### config.mk
export PLATFORM = sky130hd
export DESIGN_NAME = sensor_bt_link
export DESIGN_NICKNAME = d
export VERILOG_FILES = /design/src/bt_fsm_pkg.sv /design/src/bt_link_pkg.sv /design/src/sensor_bt_link.sv /design/src/link_controller.sv /design/src/uart_tx.sv /design/src/stream_selector.sv /design/src/stream_fifo.sv
export SDC_FILE = /design/constraint.sdc
export NUM_CORES = 2
export LEC_CHECK = 0
export BUFFER_PORTS_ARGS = -buffer_cell sky130_fd_sc_hd__buf_2
export CAP_MARGIN = 10
export CORE_UTILIZATION = 40
export CTS_BUF_LIST = sky130_fd_sc_hd__clkbuf_2 sky130_fd_sc_hd__clkbuf_4 sky130_fd_sc_hd__clkbuf_8
export DETAILED_ROUTE_END_ITERATION = 7
export HOLD_SLACK_MARGIN = 0.02
export PLACE_DENSITY_LB_ADDON = 0.08
export SLEW_MARGIN = 20
export SYNTH_ARGS = -nofsm -noshare
export SYNTH_HDL_FRONTEND = slang
export SYNTH_SLANG_ARGS = --single-unit
### constraint.sdc
create_clock -name clock -period 6.1 [get_ports clock]
set_clock_uncertainty 0.05 [all_clocks]
set_input_delay 0.61 -clock clock [delete_from_list [all_inputs] [get_ports clock]]
set_output_delay 0.61 -clock clock [all_outputs]
set_load 0.02 [all_outputs]
### src/bt_fsm_pkg.sv
/*
	State encodings for the link controller and the UART transmitter
*/

`default_nettype none

package bt_fsm_pkg;

	// Link controller, one word per pass
	typedef enum logic [2:0] {
		st_idle,
		st_wait_select,
		st_pop,
		st_send,
		st_gap
	} link_state_t;

	// 8N1 transmitter
	typedef enum logic [1:0] {
		tx_idle,
		tx_start,
		tx_data,
		tx_stop
	} uart_state_t;

endpackage

`default_nettype wire

### src/bt_link_pkg.sv
/*
	Data and width types for the sensor stream to UART link,
	plus the number of sensor streams
*/

`default_nettype none

package bt_link_pkg;

	// Number of sensor datastreams feeding the link
	localparam int NUM_STREAMS = 8;

	// One sample word from a sensor stream
	typedef logic [15:0] stream_word_t;

	// One serial character on the UART
	typedef logic [7:0] uart_byte_t;

	// Channel number
	typedef logic [2:0] stream_idx_t;

	// One bit per channel, used for strobes, flags and the enable mask
	typedef logic [NUM_STREAMS-1:0] stream_mask_t;

	// Cycle count for bit period and inter-byte gap
	typedef logic [9:0] baud_count_t;

endpackage

`default_nettype wire
### src/sensor_bt_link.sv
/*
	Top level: eight stream FIFOs, round-robin selector,
	link controller and UART transmitter
*/

`timescale 1ns/1ns
`default_nettype none

module sensor_bt_link
	import bt_link_pkg::*;
#(
	parameter int FIFO_DEPTH = 16
)
(
	input wire clock,
	input wire reset,
	input wire stream_mask_t stream_write,
	input wire stream_word_t stream_data [NUM_STREAMS],
	output stream_mask_t stream_full,
	input wire stream_mask_t stream_mask,
	input wire link_enable,
	input wire baud_count_t bit_period,
	input wire baud_count_t gap_cycles,
	output logic txd,
	output logic busy
);

	stream_mask_t fifo_empty;
	stream_mask_t fifo_pop;
	stream_word_t fifo_words [NUM_STREAMS];
	stream_word_t selected_word;
	uart_byte_t tx_byte;
	logic select_request;
	logic select_ready;
	logic any_ready;
	logic tx_start;
	logic tx_done;

	// One FIFO per sensor stream
	for (genvar i = 0; i < NUM_STREAMS; i++)
	begin : g_stream
		stream_fifo #(
			.FIFO_DEPTH(FIFO_DEPTH)
		) u_stream_fifo (
			.clock(clock),
			.reset(reset),
			.write(stream_write[i]),
			.wr_data(stream_data[i]),
			.pop(fifo_pop[i]),
			.rd_data(fifo_words[i]),
			.full(stream_full[i]),
			.empty(fifo_empty[i])
		);
	end

	stream_selector u_stream_selector (
		.clock(clock),
		.reset(reset),
		.stream_mask(stream_mask),
		.empty_flags(fifo_empty),
		.fifo_words(fifo_words),
		.select_request(select_request),
		.select_ready(select_ready),
		.selected_word(selected_word),
		.pop(fifo_pop),
		.any_ready(any_ready)
	);

	link_controller u_link_controller (
		.clock(clock),
		.reset(reset),
		.link_enable(link_enable),
		.gap_cycles(gap_cycles),
		.any_ready(any_ready),
		.select_request(select_request),
		.select_ready(select_ready),
		.selected_word(selected_word),
		.tx_start(tx_start),
		.tx_byte(tx_byte),
		.tx_done(tx_done),
		.busy(busy)
	);

	uart_tx u_uart_tx (
		.clock(clock),
		.reset(reset),
		.tx_start(tx_start),
		.tx_byte(tx_byte),
		.bit_period(bit_period),
		.txd(txd),
		.tx_done(tx_done)
	);

endmodule

`default_nettype wire

### src/link_controller.sv
/*
	Link control FSM: word latch, byte-half tracking and inter-byte gap timer
*/

`timescale 1ns/1ns
`default_nettype none

module link_controller
	import bt_link_pkg::*;
	import bt_fsm_pkg::*;
(
	input wire clock,
	input wire reset,
	input wire link_enable,
	input wire baud_count_t gap_cycles,
	input wire any_ready,
	output logic select_request,
	input wire select_ready,
	input wire stream_word_t selected_word,
	output logic tx_start,
	output uart_byte_t tx_byte,
	input wire tx_done,
	output logic busy
);

	link_state_t state;
	link_state_t state_next;
	stream_word_t word_latch;
	baud_count_t gap_count;
	logic high_half;
	logic requested;
	logic gap_done;
	logic launch_low;
	logic launch_high;

	// Gap of at least one cycle even when gap_cycles is zero
	assign gap_done = (gap_count >= gap_cycles);

	assign launch_low = (state == st_pop);
	assign launch_high = (state == st_gap) && gap_done && !high_half;

	// One request pulse per visit to st_wait_select
	assign select_request = (state == st_wait_select) && !requested;
	assign busy = (state != st_idle);

	always_comb
	begin
		state_next = state;
		case (state)
			st_idle:
				if (link_enable && any_ready)
					state_next = st_wait_select;
			st_wait_select:
				if (select_ready)
					state_next = st_pop;
				else if (requested)
					state_next = st_idle;
			st_pop:
				state_next = st_send;
			st_send:
				if (tx_done)
					state_next = st_gap;
			st_gap:
				if (gap_done)
				begin
					if (!high_half)
						state_next = st_send;
					else if (link_enable && any_ready)
						state_next = st_wait_select;
					else
						state_next = st_idle;
				end
			default:
				state_next = st_idle;
		endcase
	end

	always_ff @(posedge clock or posedge reset)
	begin
		if (reset)
		begin
			state <= st_idle;
			requested <= 1'b0;
			high_half <= 1'b0;
			gap_count <= '0;
			tx_start <= 1'b0;
		end
		else
		begin
			state <= state_next;
			requested <= select_request;
			tx_start <= launch_low || launch_high;
			if (launch_low)
				high_half <= 1'b0;
			else if (launch_high)
				high_half <= 1'b1;
			if (tx_done)
				gap_count <= baud_count_t'(1);
			else if (state == st_gap)
				gap_count <= gap_count + 1'b1;
		end
	end

	// Popped word, then the byte handed to the UART
	always_ff @(posedge clock)
	begin
		if (state == st_wait_select && select_ready)
			word_latch <= selected_word;
		if (launch_low)
			tx_byte <= word_latch[7:0];
		else if (launch_high)
			tx_byte <= word_latch[15:8];
	end

endmodule

`default_nettype wire

### src/uart_tx.sv
/*
	8N1 UART transmitter, bit period set at run time
*/

`timescale 1ns/1ns
`default_nettype none

module uart_tx
	import bt_link_pkg::*;
	import bt_fsm_pkg::*;
(
	input wire clock,
	input wire reset,
	input wire tx_start,
	input wire uart_byte_t tx_byte,
	input wire baud_count_t bit_period,
	output logic txd,
	output logic tx_done
);

	uart_state_t state;
	baud_count_t bit_count;
	logic [2:0] bit_index;
	uart_byte_t shift_reg;
	logic bit_end;

	// Last cycle of the current bit
	assign bit_end = (bit_count == bit_period - baud_count_t'(1));

	// The start-bit state shares its name with the start port
	always_ff @(posedge clock or posedge reset)
	begin
		if (reset)
		begin
			state <= tx_idle;
			bit_count <= '0;
			bit_index <= '0;
		end
		else
		begin
			case (state)
				tx_idle:
				begin
					bit_count <= '0;
					bit_index <= '0;
					if (tx_start)
						state <= bt_fsm_pkg::tx_start;
				end
				bt_fsm_pkg::tx_start:
				begin
					bit_count <= bit_end ? '0 : bit_count + 1'b1;
					if (bit_end)
						state <= tx_data;
				end
				tx_data:
				begin
					bit_count <= bit_end ? '0 : bit_count + 1'b1;
					if (bit_end)
					begin
						if (bit_index == 3'd7)
							state <= tx_stop;
						else
							bit_index <= bit_index + 1'b1;
					end
				end
				tx_stop:
				begin
					bit_count <= bit_end ? '0 : bit_count + 1'b1;
					if (bit_end)
						state <= tx_idle;
				end
				default: state <= tx_idle;
			endcase
		end
	end

	// LSB first, shifted out at each data bit boundary
	always_ff @(posedge clock)
	begin
		if (state == tx_idle && tx_start)
			shift_reg <= tx_byte;
		else if (state == tx_data && bit_end)
			shift_reg <= shift_reg >> 1;
	end

	always_comb
	begin
		case (state)
			bt_fsm_pkg::tx_start: txd = 1'b0;
			tx_data: txd = shift_reg[0];
			default: txd = 1'b1;
		endcase
	end

	assign tx_done = (state == tx_stop) && bit_end;

endmodule

`default_nettype wire

### src/stream_selector.sv
/*
	Round-robin channel selector with word mux and FIFO pop strobes
*/

`timescale 1ns/1ns
`default_nettype none

module stream_selector
	import bt_link_pkg::*;
(
	input wire clock,
	input wire reset,
	input wire stream_mask_t stream_mask,
	input wire stream_mask_t empty_flags,
	input wire stream_word_t fifo_words [NUM_STREAMS],
	input wire select_request,
	output logic select_ready,
	output stream_word_t selected_word,
	output stream_mask_t pop,
	output logic any_ready
);

	stream_mask_t ready_flags;
	stream_idx_t last_idx;
	stream_idx_t sel_idx;
	stream_idx_t next_idx;
	stream_idx_t cand_idx;
	logic next_found;

	// Enabled and holding data
	assign ready_flags = stream_mask & ~empty_flags;
	assign any_ready = |ready_flags;

	// Search starts just past the last served channel
	always_comb
	begin
		next_found = 1'b0;
		next_idx = last_idx;
		cand_idx = last_idx;
		for (int k = 1; k <= NUM_STREAMS; k++)
		begin
			cand_idx = stream_idx_t'(last_idx + k);
			if (!next_found && ready_flags[cand_idx])
			begin
				next_found = 1'b1;
				next_idx = cand_idx;
			end
		end
	end

	always_ff @(posedge clock)
	begin
		if (select_request)
			sel_idx <= next_idx;
	end

	always_ff @(posedge clock or posedge reset)
	begin
		if (reset)
		begin
			select_ready <= 1'b0;
			last_idx <= 3'd7;
		end
		else
		begin
			select_ready <= select_request && next_found;
			if (select_ready)
				last_idx <= sel_idx;
		end
	end

	// Word and pop go out together in the ready cycle
	assign selected_word = fifo_words[sel_idx];
	assign pop = select_ready ? (stream_mask_t'(1) << sel_idx) : '0;

endmodule

`default_nettype wire

### src/stream_fifo.sv
/*
	First-word-fall-through FIFO for one sensor stream
*/

`timescale 1ns/1ns
`default_nettype none

module stream_fifo
	import bt_link_pkg::*;
#(
	parameter int FIFO_DEPTH = 16
)
(
	input wire clock,
	input wire reset,
	input wire write,
	input wire stream_word_t wr_data,
	input wire pop,
	output stream_word_t rd_data,
	output logic full,
	output logic empty
);

	localparam int ADDR_W = $clog2(FIFO_DEPTH);

	stream_word_t mem [FIFO_DEPTH];
	logic [ADDR_W-1:0] wr_ptr;
	logic [ADDR_W-1:0] rd_ptr;
	logic [ADDR_W:0] count;
	logic do_write;
	logic do_read;

	// Writes into a full buffer are dropped here
	assign do_write = write && !full;
	assign do_read = pop && !empty;

	assign full = (count == (ADDR_W+1)'(FIFO_DEPTH));
	assign empty = (count == '0);

	// Head word always on the output
	assign rd_data = mem[rd_ptr];

	always_ff @(posedge clock)
	begin
		if (do_write)
			mem[wr_ptr] <= wr_data;
	end

	// Pointers wrap naturally since the depth is a power of two
	always_ff @(posedge clock or posedge reset)
	begin
		if (reset)
		begin
			wr_ptr <= '0;
			rd_ptr <= '0;
			count <= '0;
		end
		else
		begin
			if (do_write)
				wr_ptr <= wr_ptr + 1'b1;
			if (do_read)
				rd_ptr <= rd_ptr + 1'b1;
			case ({do_write, do_read})
				2'b10: count <= count + 1'b1;
				2'b01: count <= count - 1'b1;
				default: count <= count;
			endcase
		end
	end

endmodule

`default_nettype wire

### Word level (Yosys, flattened, before mapping)

Memory sizes are Yosys's and may differ from the RTL's.
Index checks and enable logic that the tools add are counted.

| word-level totals | value |
|---|---|
| memories kept | 8 |
| output and inout bits | 10 |
| register bits | 174 |
| RAM bits | 2048 |
| bits of input ports | 167 |

| operators by class | value |
|---|---|
| magnitude comparators | 10 |
| shifts and indexed selects | 1 |
| add/sub/neg operators | 44 |
| reductions and logical operators | 86 |
| equal/unequal tests | 43 |
| mux-type cells | 88 |
| bitwise logic cells | 3 |

Memory list:

| memory | depth | width | rd ports | clocked after Yosys merged registers in | write ports | line | text |
|---|---|---|---|---|---|---|---|
| g_stream[0].u_stream_fifo.mem | 16 | 16 | 1 | 0 | 1 | stream_fifo.sv:26 | `stream_word_t mem [FIFO_DEPTH];` |
| g_stream[1].u_stream_fifo.mem | 16 | 16 | 1 | 0 | 1 | stream_fifo.sv:26 |  |
| g_stream[2].u_stream_fifo.mem | 16 | 16 | 1 | 0 | 1 | stream_fifo.sv:26 |  |
| g_stream[3].u_stream_fifo.mem | 16 | 16 | 1 | 0 | 1 | stream_fifo.sv:26 |  |
| g_stream[4].u_stream_fifo.mem | 16 | 16 | 1 | 0 | 1 | stream_fifo.sv:26 |  |
| g_stream[5].u_stream_fifo.mem | 16 | 16 | 1 | 0 | 1 | stream_fifo.sv:26 |  |
| 2 more memories | - | - | - | - | - | - |  |

Operators by type and width:

| kind | count |
|---|---|
| $pmux 5 s2 | 8 |
| $add 4x1->4 const B | 16 |
| $bmux 16 s3 | 1 |
| $mux 3 | 16 |
| $add 5x1->5 const B | 8 |
| $eq 5x5->1 const B | 8 |
| $logic_not 5->1 | 8 |
| $mux 8 | 5 |
| $sub 5x1->5 const B | 8 |
| $mux 1 | 35 |
| $logic_and 1x1->1 | 32 |
| $lt 3x4->1 const B | 8 |
| $mux 16 | 2 |
| $mux 10 | 3 |
| $logic_not 1->1 | 25 |
| $bmux 1 s3 | 8 |
| $reduce_bool 2->1 | 12 |
| $add 10x1->10 const B | 2 |
| $eq 2x2->1 const B | 10 |
| $pmux 10 s2 | 1 |
| $eq 2x1->1 const B | 9 |
| $pmux 3 s5 | 1 |
| $add 3x3->3 const B | 4 |
| $ne 2x1->1 const B | 6 |
| other kinds (28) | 39 |

### Logic depth before layout (Yosys ltp)

| depth | value |
|---|---|
| depth in word-level cells | 28 |
| gate-level depth with buffers | 14 |

### Hierarchy

Synthesis repeated with hierarchy kept, for this count alone.

| second synthesis, totals | value |
|---|---|
| cell total of the unflattened synthesis | 4936 |
| area, all modules | 92771.5 um2 |

By module, submodules not included:

| module | cells each | instances | area an instance (um2) | sequential area each (um2) |
|---|---|---|---|---|
| stream_fifo | 556 | 8 | 10899.2 | 8012.7 |
| stream_selector | 191 | 1 | 2202.1 | 193.9 |
| link_controller | 150 | 1 | 1879.3 | 1121.1 |
| uart_tx | 147 | 1 | 1496.4 | 615.6 |

### Worst setup path after synthesis

OpenSTA, ideal clock, no wires.

| path | value |
|---|---|
| path type | flip-flop to flip-flop |
| start | register u_stream_selector.last_idx[0] |
| end | register u_stream_selector.sel_idx[2], data pin |
| library setup time | 0.261 ns |
| path slack | 2.919 ns |
| period minus slack after synthesis | 3.181 ns |
| cell stages (with the launch flop) | 13 |
| arrival | 2.869 ns |
| data required time | 5.789 ns |
| cell sequence | dfstp_2 > inv_1 > clkbuf_1 > ha_1 > clkbuf_1 > clkbuf_1 > clkbuf_1 > o221ai_1 > and4_1 > nor2_1 > nand3_1 > nor3_1 > o31ai_1 |

| between the ends | value |
|---|---|
| word-level cells in the longest chain between the ends | 25 |
| elaborated cells on any way between the ends | 53 |
| those cells by class | add/sub: 8; mux: 31; reduce/logical: 14 |

RTL lines:

| what | line | text |
|---|---|---|
| start, declared | stream_selector.sv:24 | `stream_idx_t last_idx;` |
| start signal, assigned | stream_selector.sv:68 | `last_idx <= sel_idx;` |
| $add 3x1->3 | stream_selector.sv:42 | `cand_idx = stream_idx_t'(last_idx + k);` |
| $bmux 1 s3 | stream_selector.sv:43 | `if (!next_found && ready_flags[cand_idx])` |
| $mux 1 (not written as such) | stream_selector.sv:43 |  |
| $mux 1 | stream_selector.sv:43 |  |
| $logic_not 1->1 | stream_selector.sv:43 |  |
| $logic_and 1x1->1 | stream_selector.sv:43 |  |
| $mux 1 | stream_selector.sv:43 |  |
| $logic_not 1->1 | stream_selector.sv:43 |  |
| [10 not listed] | - |  |
| $mux 1 | stream_selector.sv:43 |  |
| $logic_not 1->1 | stream_selector.sv:43 |  |
| $logic_and 1x1->1 | stream_selector.sv:43 |  |
| $mux 1 | stream_selector.sv:43 |  |
| $logic_not 1->1 | stream_selector.sv:43 |  |
| $logic_and 1x1->1 | stream_selector.sv:43 |  |
| $mux 3 (*) | stream_selector.sv:43 |  |
| named net u_stream_selector.next_idx[2] | stream_selector.sv:26 | `stream_idx_t next_idx;` |
| end signal, assigned | stream_selector.sv:54 | `sel_idx <= next_idx;` |
| end, declared | stream_selector.sv:25 | `stream_idx_t sel_idx;` |

The timed path passes the listed nets; every way through them passes the cells marked *. The select of a mux whose other input is x is not followed.
A chain may end at the register's enable or synchronous reset.

### Worst setup path after layout

| path | value |
|---|---|
| start | register u_stream_selector.sel_idx[1] |
| end | register g_stream[7].u_stream_fifo.count[4] |

| between the ends | value |
|---|---|
| word-level cells in the longest chain between the ends | 5 |
| elaborated cells on any way between the ends | 7 |
| those cells by class | eq/ne: 2; shift: 1; mux: 2; reduce/logical: 2 |

RTL lines:

| what | line | text |
|---|---|---|
| $shl 1x3->8 (*) | stream_selector.sv:74 | `assign pop = select_ready ? (stream_mask_t'(1) << sel_idx) : '0;` |
| $mux 8 (*) | stream_selector.sv:74 |  |
| $logic_and 1x1->1 (*) | stream_fifo.sv:35 | `assign do_read = pop && !empty;` |
| named net g_stream[7].u_stream_fifo.do_read | stream_fifo.sv:31 | `logic do_read;` |
| $eq 2x1->1 / $eq 2x2->1 (equally long branches) | stream_fifo.sv:64 | `case ({do_write, do_read})` |
| $pmux 5 s2 / $reduce_bool 2->1 (equally long branches) | - |  |
| end signal, assigned | stream_fifo.sv:65 | `2'b10: count <= count + 1'b1;` |
| end signal, assigned | stream_fifo.sv:66 | `2'b01: count <= count - 1'b1;` |
| end signal, assigned | stream_fifo.sv:67 | `default: count <= count;` |
| end, declared | stream_fifo.sv:29 | `logic [ADDR_W:0] count;` |

The timed path passes the listed nets; every way through them passes the cells marked *.

==> summary.txt <==
Outcome
  • Status: finished, final reports clean

Global routing
  • Antenna violations before repair: 48
  • First-pass GRT wire length: 325000 um
  • GR Overflow Total: 0
  • Vias in the first global route: 45000
  • Largest net degree at the start of global routing: 91
  • Tot GR Track Use: 20.3%

Logic synthesis
  • List of most frequent post-synthesis cells: edfxtp_1, mux4_2, nor2_1
  • Gate Count Post-Synth: 4068
  • Synth Flop Type: edfxtp_1
  • Syn avg cell area: 21.8 sq um
  • Async SR Flop Fraction: 6.26%
  • Area fraction of the dominant cell type after synthesis: 70.5%
  • Post-Syn Nets: 4337
  • Cell with the most instances after synthesis: edfxtp_1
  • Register area share after synthesis: 74.4%
  • Largest area contributor in the netlist: edfxtp_1
  • Largest cells by area after synthesis: edfxtp_1, mux4_2, dfrtp_1, ha_1, xnor2_1
  • YS warnings: 0
  • Post-Syn Area: 88700 sq um
  • Post-synth EDFFs: 2083
  • Post-synthesis register bit count: 2222
  • Post-synthesis cell type count: 62

Floorplan
  • Effective utilization at floorplan: 40.3%
  • Core area: 220000 sq um
  • Ports: 177
  • FP Rows: 172
  • Chip height: 473 um
  • Die Footprint: 224000 sq um
  • Die X-Extent: 473 um

STA
  • Setup-failing EPs final: 0
  • Slew headroom: 27.3%
  • Tcrit/Tclk final: 68.9%
  • Setup TNS: 0 ps
  • RSZ-0062 raised after global routing: no
  • Slew Limit Fails: 0
  • Min cycle time layout: 4200 ps
  • Hold WS: 147 ps
  • Fmax: 238 MHz
  • Fin. Hold Viols: 0
  • Slew at the pin closest to its max-slew limit: 1090 ps

Clock network
  • Root buf cell: clkbuf_8
  • PostCTS Resize Cnt: 0
  • TritonCTS Sinks: 2222
  • Clk slew on worst S/H paths: 60 ps
  • Total CTS buffers: 393
  • Longest Clk Path Bufs: 4
  • CTS tree: done
  • Clk_lat worst skew: 1050 ps
  • Htree depth: 5

Final layout
  • Largest Register: g_stream.u_stream_fifo.mem
  • Area growth, synth to finish: 15.9%
  • Final Net Count: 4974
  • Fill count: 18500
  • Top flop regs: g_stream.u_stream_fifo.mem: 2048 flops, g_stream.u_stream_fifo.count: 40 flops
  • Max reg flops: 2048
  • Layout cells sized above 1: 35.8%

Route
  • TritonRoute pass-1 iters: 5
  • WL/cell: 28.2 um
  • Initial DRC count: 3466
  • # DRC: 0
  • Via density: 5.35
  • Final WL: 224000 um
  • Post-DRT Antenna Nets: 0
  • Via Count: 42600

Setup path
  • Worst path cell trace: buf_4 -> nand2_1 -> nor3_1 -> ha_1 -> ha_1 -> a21o_1 -> a21oi_1 -> xor2_1 -> nor2_1 -> xor2_1
  • FF-to-FF End: g_stream[7].u_stream_fifo.count[4]$_DFFE_PP0P_
  • Crit-path slowest cell: edfxtp_1
  • Buffers and inverters on the worst path: 1
  • CP startpoint kind: flip-flop
  • Largest stage delay, worst path: 980 ps
  • Reg2reg setup slack: 1900 ps
  • Delay-heaviest family, CP: flip-flops
  • Worst Reg-to-Reg Cells: 10
  • Worst Setup End Kind: flip-flop
  • Crit path DAT: 5060 ps
  • CP Max Fanout: 26
  • R2r startpoint: u_stream_selector.sel_idx[1]$_DFFE_PP_
  • Crit path required time: 6960 ps
  • Crit Path Category: flip-flop to flip-flop

Min path
  • Hold path cells: 3
  • Worst min path class: input pin to flip-flop
  • Worst hold path endpoint: g_stream[4].u_stream_fifo.wr_ptr[0]$_DFFE_PP0P_
  • Min-delay src: stream_write[4]

Job
  • Max cap viols: 0

Place
  • Final HPWL from detailed placement: 132000 um
  • Port Buffer Count: 176
  • Placer Congestion: 0.791

Power and ir drop
  • Maximum vdd ir drop: 218 uV
  • Pleak: 33.4 nW
  • Pwr/cell area: 447 nW/um^2
area by class of cell:
type / instances / area [sq um] / share of cell area (%)
diodes: 13 / 32.5 / 0.0316
clock buffers: 513 / 6360 / 6.19
clock inverters: 163 / 1030 / 1.00
inverters: 82 / 315 / 0.307
multi-input cells: 1551 / 21900 / 21.3
flip-flops and latches: 2222 / 66100 / 64.3
well taps: 2958 / 3700 / 3.60
repair buffers: 455 / 3350 / 3.26
per-layer routing:
layer / track usage, % / up-vias / wire length (um)
met3: 3.47 / 356 / 10200
li1: - / 18200 / -
met1: 28.5 / 22900 / 100000
met2: 32.9 / 1064 / 109000
met4: 4.80 / 18 / 4480
met5: 0 / - / 109
what timing repair did:
action | 4_1_cts | 5_1_grt
hold endpoints to repair | 2148 | 0
hold buffers | 136 | 0
buffers inserted | 0 | 0
through the flow:
step | instances | worst slack [ps] | util, % | total power [W] | area (sq um)
after floorplan | 4068 | 1720 | - | 0.0285 | 88700
after global placement | 7131 | 1900 | 42.7 | 0.0331 | 94000
after detailed placement | 7132 | 1930 | 42.7 | 0.0332 | 94000
after CTS | 7944 | 1900 | 46.7 | 0.0467 | 103000
after global routing | 7953 | 1690 | 46.7 | 0.0481 | 103000
final | 7957 | 1900 | 46.7 | 0.0459 | 103000
worst register-to-register path: stages, from the launching register on:
cell	delay, ps
edfxtp_1	980
buf_4	680
nand2_1	190
nor3_1	750
ha_1	410
ha_1	310
a21o_1	170
a21oi_1	180
xor2_1	170
nor2_1	70
xor2_1	140
worst max path at each step:
stage	end	startpoint	slack, ps	depth (start not counted)
6_report	g_stream[7].u_stream_fifo.count[4]$_DFFE_PP0P_	u_stream_selector.sel_idx[1]$_DFFE_PP_	1900	10
5_1_grt	g_stream[7].u_stream_fifo.count[4]$_DFFE_PP0P_	u_stream_selector.sel_idx[1]$_DFFE_PP_	1690	10
4_1_cts	g_stream[7].u_stream_fifo.count[4]$_DFFE_PP0P_	u_stream_selector.sel_idx[1]$_DFFE_PP_	1900	10
3_5_place_dp	g_stream[7].u_stream_fifo.count[4]$_DFFE_PP0P_	u_stream_selector.sel_idx[1]$_DFFE_PP_	1930	10
3_3_place_gp	g_stream[2].u_stream_fifo.count[4]$_DFFE_PP0P_	u_stream_selector.sel_idx[2]$_DFFE_PP_	1900	11
2_1_floorplan	g_stream[0].u_stream_fifo.count[0]$_DFFE_PP0P_	reset	1720	1
layout by cell type (no fill, tap or decap), types with 75 or more instances in the layout:
cell           instances
buf_4                140
clkinv_1              91
nand2_1              114
dfrtp_1              120
inv_1                 80
xnor2_1               75
dlygate4sd3_1        136
ha_1                  94
buf_2                176
clkbuf_4             112
clkbuf_8             401
mux4_2               676
edfxtp_1            2083
report_power, final:
| group | total, W | internal (W) | switching (W) |
|---|---|---|---|
| combinational | 0.0123 | 0.00587 | 0.00644 |
| sequential | 0.0204 | 0.0186 | 0.00175 |
| clock | 0.0132 | 0.00726 | 0.00599 |
| total | 0.0459 | 0.0317 | 0.0142 |
logic make-up (layout without fill, tap and decap cells):
kind of cell | count (synthesis) | after routing | share of synthesized area [%]
XOR/XNOR | 128 | 128 | 1.26
adder cells (fa/ha/maj) | 102 | 102 | 1.51
buffers and inverters | 295 | 1213 | 1.50
other | 0 | 13 | 0
flip-flops | 2222 | 2222 | 74.4
AND/OR/NAND/NOR | 432 | 432 | 2.24
AO/OA/AOI/OAI | 151 | 151 | 1.12
multiplexers | 738 | 738 | 17.9
No activity file was read; power rests on OpenSTA's default activity.
